$ cat src/ciPkg.sv
`default_nettype none

package ciPkg;

  //////////////////////////////////////////////////////////////////////
  // Custom-instruction data types
  //////////////////////////////////////////////////////////////////////

  typedef logic [31:0] ciWord;  // Operand or result word
  typedef logic [7:0]  ciId;    // Instruction number on ciN

  //////////////////////////////////////////////////////////////////////
  // Default instruction numbers
  //////////////////////////////////////////////////////////////////////

  localparam ciId idSwapByte  = 8'd1;
  localparam ciId idDelay     = 8'd6;
  localparam ciId idProfiler  = 8'd11;  // 0x0B
  localparam ciId idGrayscale = 8'd12;  // 0x0C

endpackage

`default_nettype wire

$ cat src/sysPkg.sv
`default_nettype none

package sysPkg;

  typedef logic [4:0]  resetCount;  // Top bit marks the end of reset
  typedef logic [31:0] eventCount;
  typedef logic [1:0]  counterSel;

  // Profiler counter selection on dataA[1:0]
  localparam counterSel selCycles  = 2'd0;
  localparam counterSel selStall   = 2'd1;
  localparam counterSel selBusIdle = 2'd2;

endpackage

`default_nettype wire

$ cat src/ciIf.sv
`timescale 1ns/1ps
`default_nettype none

interface ciIf;
  import ciPkg::*;

  logic  start;  // One-cycle pulse per instruction
  ciId   n;
  ciWord dataA;
  ciWord dataB;

  modport issuer (
    output start,
    output n,
    output dataA,
    output dataB
  );

  modport unit (
    input start,
    input n,
    input dataA,
    input dataB
  );

endinterface

`default_nettype wire

$ cat src/resetSequencer.sv
`timescale 1ns/1ps
`default_nettype none

module resetSequencer (
  input  logic s_systemClock,
  input  logic s_pllLocked,
  output logic systemReady,
  output logic unitReset
);
  import sysPkg::*;

  localparam int topBit = $bits(resetCount) - 1;

  resetCount lockCount;

  always_ff @(posedge s_systemClock or negedge s_pllLocked) begin
    if (!s_pllLocked) begin
      lockCount <= '0;
    end else if (!lockCount[topBit]) begin
      lockCount <= lockCount + 5'd1;  // Freezes once the top bit sets
    end
  end

  assign systemReady = lockCount[topBit];
  assign unitReset   = ~lockCount[topBit];

  // Counting is monotonic for as long as the clock stays locked
  assert property (@(posedge s_systemClock) disable iff (!s_pllLocked)
    $past(s_pllLocked) |-> lockCount >= $past(lockCount));

endmodule

`default_nettype wire

$ cat src/swapByteUnit.sv
`timescale 1ns/1ps
`default_nettype none

module swapByteUnit #(
  parameter ciPkg::ciId customId = ciPkg::idSwapByte
) (
  input  logic         s_systemClock,
  input  logic         unitReset,
  ciIf.unit            ci,
  output logic         done,
  output ciPkg::ciWord result
);
  import ciPkg::*;

  logic  match;
  ciWord swapped;

  assign match = ci.start && (ci.n == customId);

  always_comb begin
    if (ci.dataB[0]) begin
      swapped = {ci.dataA[23:16], ci.dataA[31:24], ci.dataA[7:0], ci.dataA[15:8]};  // Per half
    end else begin
      swapped = {ci.dataA[7:0], ci.dataA[15:8], ci.dataA[23:16], ci.dataA[31:24]};  // Full word
    end
  end

  assign done   = match;
  assign result = match ? swapped : '0;

  assert property (@(posedge s_systemClock) disable iff (unitReset)
    done |-> ci.start);

endmodule

`default_nettype wire

$ cat src/grayscaleUnit.sv
`timescale 1ns/1ps
`default_nettype none

module grayscaleUnit #(
  parameter ciPkg::ciId customId = ciPkg::idGrayscale
) (
  input  logic         s_systemClock,
  input  logic         unitReset,
  ciIf.unit            ci,
  output logic         done,
  output ciPkg::ciWord result
);
  import ciPkg::*;

  logic        match;
  logic [7:0]  red8;
  logic [7:0]  green8;
  logic [7:0]  blue8;
  logic [15:0] graySum;

  assign match = ci.start && (ci.n == customId);

  // RGB565 channels widened by replicating their top bits
  assign red8   = {ci.dataA[15:11], ci.dataA[15:13]};
  assign green8 = {ci.dataA[10:5], ci.dataA[10:9]};
  assign blue8  = {ci.dataA[4:0], ci.dataA[4:2]};

  // Weights add up to 256 so the sum fits in 16 bits
  assign graySum = 16'd54 * red8 + 16'd183 * green8 + 16'd19 * blue8;

  assign done   = match;
  assign result = match ? {24'd0, graySum[15:8]} : '0;

  // Equal channels map to the same gray level
  assert property (@(posedge s_systemClock) disable iff (unitReset)
    done && (red8 == green8) && (green8 == blue8) |-> (result[7:0] == red8));

endmodule

`default_nettype wire

$ cat src/delayUnit.sv
`timescale 1ns/1ps
`default_nettype none

module delayUnit #(
  parameter ciPkg::ciId customId             = ciPkg::idDelay,
  parameter int         cyclesPerMicrosecond = 4
) (
  input  logic         s_systemClock,
  input  logic         unitReset,
  ciIf.unit            ci,
  output logic         done,
  output ciPkg::ciWord result
);
  import ciPkg::*;

  typedef enum logic {
    idle,
    counting
  } delayState;

  delayState state;
  ciWord     remaining;
  ciWord     loadValue;
  logic      match;

  assign match     = ci.start && (ci.n == customId);
  assign loadValue = ci.dataA * ciWord'(cyclesPerMicrosecond);  // Load edge adds one

  always_ff @(posedge s_systemClock or posedge unitReset) begin
    if (unitReset) begin
      state     <= idle;
      remaining <= '0;
    end else begin
      case (state)
        idle: begin
          if (match) begin
            state     <= counting;
            remaining <= loadValue;
          end
        end
        counting: begin
          if (remaining == '0) begin
            state <= idle;  // Done cycle ends here
          end else begin
            remaining <= remaining - 32'd1;
          end
        end
        default: state <= idle;
      endcase
    end
  end

  assign done   = (state == counting) && (remaining == '0);
  assign result = '0;

  assert property (@(posedge s_systemClock) disable iff (unitReset)
    done |-> (state == counting) ##1 (state == idle));

  // The processor blocks until done, so no new instruction overlaps a delay
  assert property (@(posedge s_systemClock) disable iff (unitReset)
    ci.start |-> (state == idle));

endmodule

`default_nettype wire

$ cat src/profilerUnit.sv
`timescale 1ns/1ps
`default_nettype none

module profilerUnit #(
  parameter ciPkg::ciId customId = ciPkg::idProfiler
) (
  input  logic         s_systemClock,
  input  logic         unitReset,
  input  logic         stall,
  input  logic         busIdle,
  ciIf.unit            ci,
  output logic         done,
  output ciPkg::ciWord result
);
  import sysPkg::*;

  logic      match;
  logic      countEnable;
  counterSel readSel;
  eventCount cycleCounter;
  eventCount stallCounter;
  eventCount idleCounter;
  eventCount readValue;

  assign match   = ci.start && (ci.n == customId);
  assign readSel = ci.dataA[1:0];

  always_comb begin
    case (readSel)
      selCycles:  readValue = cycleCounter;
      selStall:   readValue = stallCounter;
      selBusIdle: readValue = idleCounter;
      default:    readValue = '0;
    endcase
  end

  assign done   = match;
  assign result = match ? readValue : '0;  // Value before this cycle's update

  //////////////////////////////////////////////////////////////////////
  // Control and event counters
  //////////////////////////////////////////////////////////////////////

  always_ff @(posedge s_systemClock or posedge unitReset) begin
    if (unitReset) begin
      countEnable  <= 1'b0;
      cycleCounter <= '0;
      stallCounter <= '0;
      idleCounter  <= '0;
    end else begin
      if (match && ci.dataB[0]) countEnable <= 1'b1;
      else if (match && ci.dataB[1]) countEnable <= 1'b0;

      if (match && ci.dataB[2]) begin  // Clear wins over counting
        cycleCounter <= '0;
        stallCounter <= '0;
        idleCounter  <= '0;
      end else if (countEnable) begin
        cycleCounter <= cycleCounter + 32'd1;
        if (stall) stallCounter <= stallCounter + 32'd1;
        if (busIdle) idleCounter <= idleCounter + 32'd1;
      end
    end
  end

  assert property (@(posedge s_systemClock) disable iff (unitReset)
    match |-> !(ci.dataB[0] && ci.dataB[1]));

endmodule

`default_nettype wire

$ cat src/ciCluster.sv
`timescale 1ns/1ps
`default_nettype none

module ciCluster #(
  parameter int cyclesPerMicrosecond = 4
) (
  input  logic         s_systemClock,
  input  logic         s_pllLocked,
  input  logic         stall,
  input  logic         busIdle,
  input  logic         ciStart,
  input  ciPkg::ciId   ciN,
  input  ciPkg::ciWord ciDataA,
  input  ciPkg::ciWord ciDataB,
  output logic         ciDone,
  output ciPkg::ciWord ciResult,
  output logic         systemReady
);
  import ciPkg::*;

  logic  unitReset;
  logic  swapDone, grayDone, delayDone, profDone;
  ciWord swapResult, grayResult, delayResult, profResult;

  ciIf ciBus ();

  resetSequencer i_resetSequencer (
    .s_systemClock(s_systemClock),
    .s_pllLocked  (s_pllLocked),
    .systemReady  (systemReady),
    .unitReset    (unitReset)
  );

  //////////////////////////////////////////////////////////////////////
  // Shared instruction bus
  //////////////////////////////////////////////////////////////////////

  assign ciBus.start = ciStart & systemReady;  // No issue before ready
  assign ciBus.n     = ciN;
  assign ciBus.dataA = ciDataA;
  assign ciBus.dataB = ciDataB;

  swapByteUnit #(.customId(idSwapByte)) i_swapByteUnit (
    .s_systemClock(s_systemClock), .unitReset(unitReset), .ci(ciBus),
    .done(swapDone), .result(swapResult)
  );

  grayscaleUnit #(.customId(idGrayscale)) i_grayscaleUnit (
    .s_systemClock(s_systemClock), .unitReset(unitReset), .ci(ciBus),
    .done(grayDone), .result(grayResult)
  );

  delayUnit #(
    .customId            (idDelay),
    .cyclesPerMicrosecond(cyclesPerMicrosecond)
  ) i_delayUnit (
    .s_systemClock(s_systemClock), .unitReset(unitReset), .ci(ciBus),
    .done(delayDone), .result(delayResult)
  );

  profilerUnit #(.customId(idProfiler)) i_profilerUnit (
    .s_systemClock(s_systemClock), .unitReset(unitReset),
    .stall(stall), .busIdle(busIdle), .ci(ciBus),
    .done(profDone), .result(profResult)
  );

  // Idle units drive zeros
  assign ciDone   = swapDone | grayDone | delayDone | profDone;
  assign ciResult = swapResult | grayResult | delayResult | profResult;

endmodule

`default_nettype wire

$ cat config.mk
export PLATFORM = sky130hd
export DESIGN_NAME = ciCluster
export DESIGN_NICKNAME = d
export VERILOG_FILES = /design/src/ciPkg.sv /design/src/sysPkg.sv /design/src/ciIf.sv /design/src/resetSequencer.sv /design/src/swapByteUnit.sv /design/src/grayscaleUnit.sv /design/src/delayUnit.sv /design/src/profilerUnit.sv /design/src/ciCluster.sv
export SDC_FILE = /design/constraint.sdc
export NUM_CORES = 1
export LEC_CHECK = 0
export ABC_AREA = 1
export BUFFER_PORTS_ARGS = -buffer_cell sky130_fd_sc_hd__buf_4
export CAP_MARGIN = 10
export CELL_PAD_IN_SITES_DETAIL_PLACEMENT = 1
export CELL_PAD_IN_SITES_GLOBAL_PLACEMENT = 1
export CORE_MARGIN = 10
export CORE_UTILIZATION = 44
export DETAILED_ROUTE_END_ITERATION = 12
export PLACE_DENSITY = 0.84
export SYNTH_ARGS = -nofsm -noshare
export SYNTH_HDL_FRONTEND = slang
export SYNTH_SLANG_ARGS = --single-unit
$ cat constraint.sdc
create_clock -name s_systemClock -period 8.5 [get_ports s_systemClock]
set_clock_uncertainty 0.1 [all_clocks]
set_input_delay 1.7 -clock s_systemClock [delete_from_list [all_inputs] [get_ports s_systemClock]]
set_output_delay 1.7 -clock s_systemClock [all_outputs]
set_load 0.01 [all_outputs]
==> results.rst <==
.. list-table::
   :header-rows: 1

   * - Metric
     - Value
   * - Critical path launch point type
     - primary input
   * - Area leader, netlist
     - sky130_fd_sc_hd__dfrtp_1
   * - Final Hold Violating Endpoints
     - 0
   * - Launch point of the worst reg-to-reg path
     - i_delayUnit.state$_DFF_PN0_
   * - Via density
     - around 5.6
   * - Starting Density
     - between 40% and 50%
   * - Maximum number of pins on one net before global-route repair
     - 74
   * - Setup Total Neg Slack
     - 0 ns
   * - First-pass GRT wire length
     - 86800 um
   * - Number of antenna violations at the first check in global routing
     - 1
   * - Crit path kind
     - primary input to output pin
   * - Port bufs
     - 81
   * - Register clock-pin slew on the reported worst setup and hold paths
     - around 0.07 ns
   * - FMAX
     - between 100 and 150 MHz
   * - Switching power
     - slightly below 2 mW
   * - VDD IR-drop max
     - 0.000480 V
   * - Part of the total power dissipated in sequential elements
     - a little under a fifth
   * - Most numerous cell types in the synthesized netlist
     - sky130_fd_sc_hd__nand2_1 (727), sky130_fd_sc_hd__inv_1 (318), sky130_fd_sc_hd__nor2_1 (294)
   * - Average cell area after synthesis
     - roughly 6.4 um^2
   * - Number of top-level pins
     - 111
   * - Total number of placement rows
     - 65
   * - Switching share of power
     - approximately half
   * - Area fraction of the dominant cell type after synthesis
     - 23.6%
   * - Post-Place Setup Slack
     - ~0.018 ns
   * - Syn-to-layout area delta
     - 11.7%
   * - Post-route DRC
     - 0
   * - Clock buffer depth
     - 2
   * - Worst Setup SP
     - ciDataA[8]
   * - Maximum level of the CTS H-tree
     - 4
   * - Fraction of layout instances using a drive strength above 1
     - roughly 8.3%
   * - Pre-antenna DRT Iters
     - 5
   * - Net count reported at finish
     - 2516
   * - Count of maximum capacitance violations
     - 0
   * - Die boundary height
     - ~200 um
   * - Crit path capture type
     - output pin
   * - Tot GR Track Use
     - 27.0%
   * - Starting DRC count in detailed routing
     - 1136
   * - Clock buffer count from CTS
     - 17
   * - Number of flops mapped to enable cells by yosys
     - 0
   * - Netlist area before placement
     - 0.0143 mm^2
   * - Routability cong.
     - 0.954
   * - Clock root buffer master
     - sky130_fd_sc_hd__clkbuf_16
   * - Most used flip-flop cell after synthesis
     - sky130_fd_sc_hd__dfrtp_1
   * - Total nets after synthesis
     - roughly 2500
   * - Required time of the critical path
     - between 6 and 7 ns
   * - Top post-synthesis cells by area
     - sky130_fd_sc_hd__dfrtp_1 (24%), sky130_fd_sc_hd__nand2_1 (19%), sky130_fd_sc_hd__fa_1 (8.5%), sky130_fd_sc_hd__inv_1 (8.3%), sky130_fd_sc_hd__ha_1 (7.8%)
   * - Worst-Skew Late Latency
     - about 0.47 ns
   * - Final HPWL from detailed placement
     - between 40000 and 50000 um
   * - Cells after synthesis
     - about 2200
   * - Via count of the first global-routing pass
     - ~16000
   * - R2r endpoint
     - i_delayUnit.remaining[10]$_DFFE_PN0P_
   * - Relative contribution of the clock network to total power
     - roughly a fifth
   * - Routed wire length per instance
     - 20.3 um
   * - Distinct cell type count of the synthesized netlist
     - 46
   * - Cell-internal power
     - roughly 2.1 mW
   * - Final antenna-violating net count
     - 0
   * - R2r worst-path depth
     - 6
   * - Relative slew margins
     - between 20% and 30%
   * - Placed cell count
     - about 2700
   * - CTS Sinks
     - roughly 140
   * - Total wire length after detailed routing
     - between 50000 and 60000 um
   * - Area of the core
     - between 0.03 and 0.04 mm^2
   * - Combinational group share of total power
     - ~62%
   * - Power density cells
     - ~260 mW/mm^2
   * - Async SR Flop Fraction
     - 100%
   * - Crit Path Max Fanout
     - 4
   * - Tightest Hold Check Type
     - register to asynchronous set/reset pin
   * - Arrival time worst endpoint
     - roughly 6.6 ns
   * - Shortest period the worst path allows
     - 8.36 ns
   * - Clock tree from TritonCTS
     - yes
   * - Final std cells w/o fill
     - between 2000 and 3000
   * - # hold bufs at CTS
     - 0
   * - Routed via count
     - 15300
   * - Final number of max-transition violations
     - 0
   * - Overflow after GRT
     - 0
   * - Flip-flop and latch count after synthesis
     - around 140
   * - Die area
     - about 0.04 mm^2
   * - Run status
     - completed
   * - Internal reg-to-reg setup slack
     - 5.21 ns
   * - Sequential-to-total area share from yosys stat
     - 23.6%
   * - Slew of the pin with the lowest slew margin
     - between 1 and 1.5 ns
   * - PnR worst setup slack
     - 0.137 ns
   * - Final-report setup violation count
     - 0
   * - Share of the clock period used by the worst path
     - between 90% and 100%
   * - Cell with the most instances after synthesis
     - sky130_fd_sc_hd__nand2_1
   * - Leakage power summed over all cells
     - 8.22 nW
   * - Ys Warns
     - 0
   * - Die width
     - between 200 and 250 um
-- worst max-delay path by stage --
stage             endpoint  depth (start not counted)  slack (ns)
2_1_floorplan  ciResult[0]                         18        0.65
3_3_place_gp   ciResult[0]                         20        0.13
3_5_place_dp   ciResult[0]                         21        0.02
4_1_cts        ciResult[0]                         21       0.002
5_1_grt        ciResult[4]                         21       -0.02
6_report       ciResult[0]                         20        0.14
-- power by group through the flow --
stage | Sequential [mW] | Combinational (mW) | Clock (mW)
floorplan | 0.722 | 1.68 | 0
global placement | 0.754 | 2.14 | 0
detailed placement | 0.754 | 2.27 | 0
CTS | 0.744 | 2.29 | 0.817
global route | 0.751 | 2.88 | 0.840
finish | 0.747 | 2.54 | 0.807
-- cell usage in the layout (no fill, tap or decap), drive strengths merged, types with 11 or more instances in the layout --
cell type and instances:
a21o 11, a21oi 37, buf 95, clkbuf 22, dfrtp 135, fa 61, ha 89, inv 322
nand2 742, nand3 206, nand4 63, nor2 306, nor3 13, o21ai 94, o31ai 29, xor2 32
-- worst max-delay path, cell delays in order --
cell	delay, ns
sky130_fd_sc_hd__buf_4	0.12
sky130_fd_sc_hd__fa_1	0.53
sky130_fd_sc_hd__inv_1	0.05
sky130_fd_sc_hd__fa_1	0.50
sky130_fd_sc_hd__inv_1	0.07
sky130_fd_sc_hd__fa_1	0.59
sky130_fd_sc_hd__fa_1	0.46
sky130_fd_sc_hd__fa_1	0.56
sky130_fd_sc_hd__inv_1	0.06
sky130_fd_sc_hd__fa_1	0.53
sky130_fd_sc_hd__inv_1	0.07
sky130_fd_sc_hd__ha_4	0.25
sky130_fd_sc_hd__nand2_1	0.09
sky130_fd_sc_hd__inv_1	0.07
sky130_fd_sc_hd__a21oi_1	0.14
sky130_fd_sc_hd__nand2_1	0.12
sky130_fd_sc_hd__or2_2	0.29
sky130_fd_sc_hd__nand3_1	0.07
sky130_fd_sc_hd__nand3_1	0.11
sky130_fd_sc_hd__buf_4	0.18
-- metrics by stage --
stage | area, um^2 | hold slack (ns) | total power [mW] | utilization [%]
floorplan | 14300 | 0.347 | 2.40 | -
global placement | 15300 | 0.207 | 2.89 | 48.0
detailed placement | 15300 | 0.209 | 3.03 | 48.0
CTS | 15900 | 0.213 | 3.85 | 49.9
global route | 16000 | 0.229 | 4.47 | 50.3
finish | 16000 | 0.197 | 4.09 | 50.3
-- state kept, by name, summed over array words and instances, names as in the netlist --
name	cells
i_delayUnit.state	1
i_profilerUnit.stallCounter	32
i_profilerUnit.cycleCounter	32
i_profilerUnit.idleCounter	32
i_resetSequencer.lockCount	5
i_profilerUnit.countEnable	1
i_delayUnit.remaining	32
-- cells by family (layout without fill, tap and decap cells) --
family	Yosys count	after routing	share of synthesized area, %
other	0	1	0
DFF	135	135	23.6
buffers and inverters	380	448	10.6
xor gates and xnor gates	39	39	2.39
and+or+nand+nor	1347	1347	39.6
AOI/OAI and AO/OA	182	182	7.51
adders and majority gates	150	150	16.3
-- cell type report --
type / instances / area (um^2)
diodes: 1 / 2.50
clock buffers: 22 / 454
clock inverters: 9 / 150
fillers: 4334 / 15800
inverters: 322 / 1210
multi-input cells: 1718 / 9520
flip-flops and latches: 135 / 3380
well taps: 435 / 544
repair buffers: 95 / 733
-- routing by layer --
layer	GRT usage, %	wire length, um
met1	35.2	24300
met2	42.9	25800
met3	5.38	3660
met4	10.5	1700
met5	0	56
-- repair_timing --
item	in CTS	in global routing
endpoints found under the hold margin	0	0
resized for setup	0	18
buffers inserted	0	3
setup endpoints to repair	0	8
Note: power is estimated with default switching activity, not from simulation.
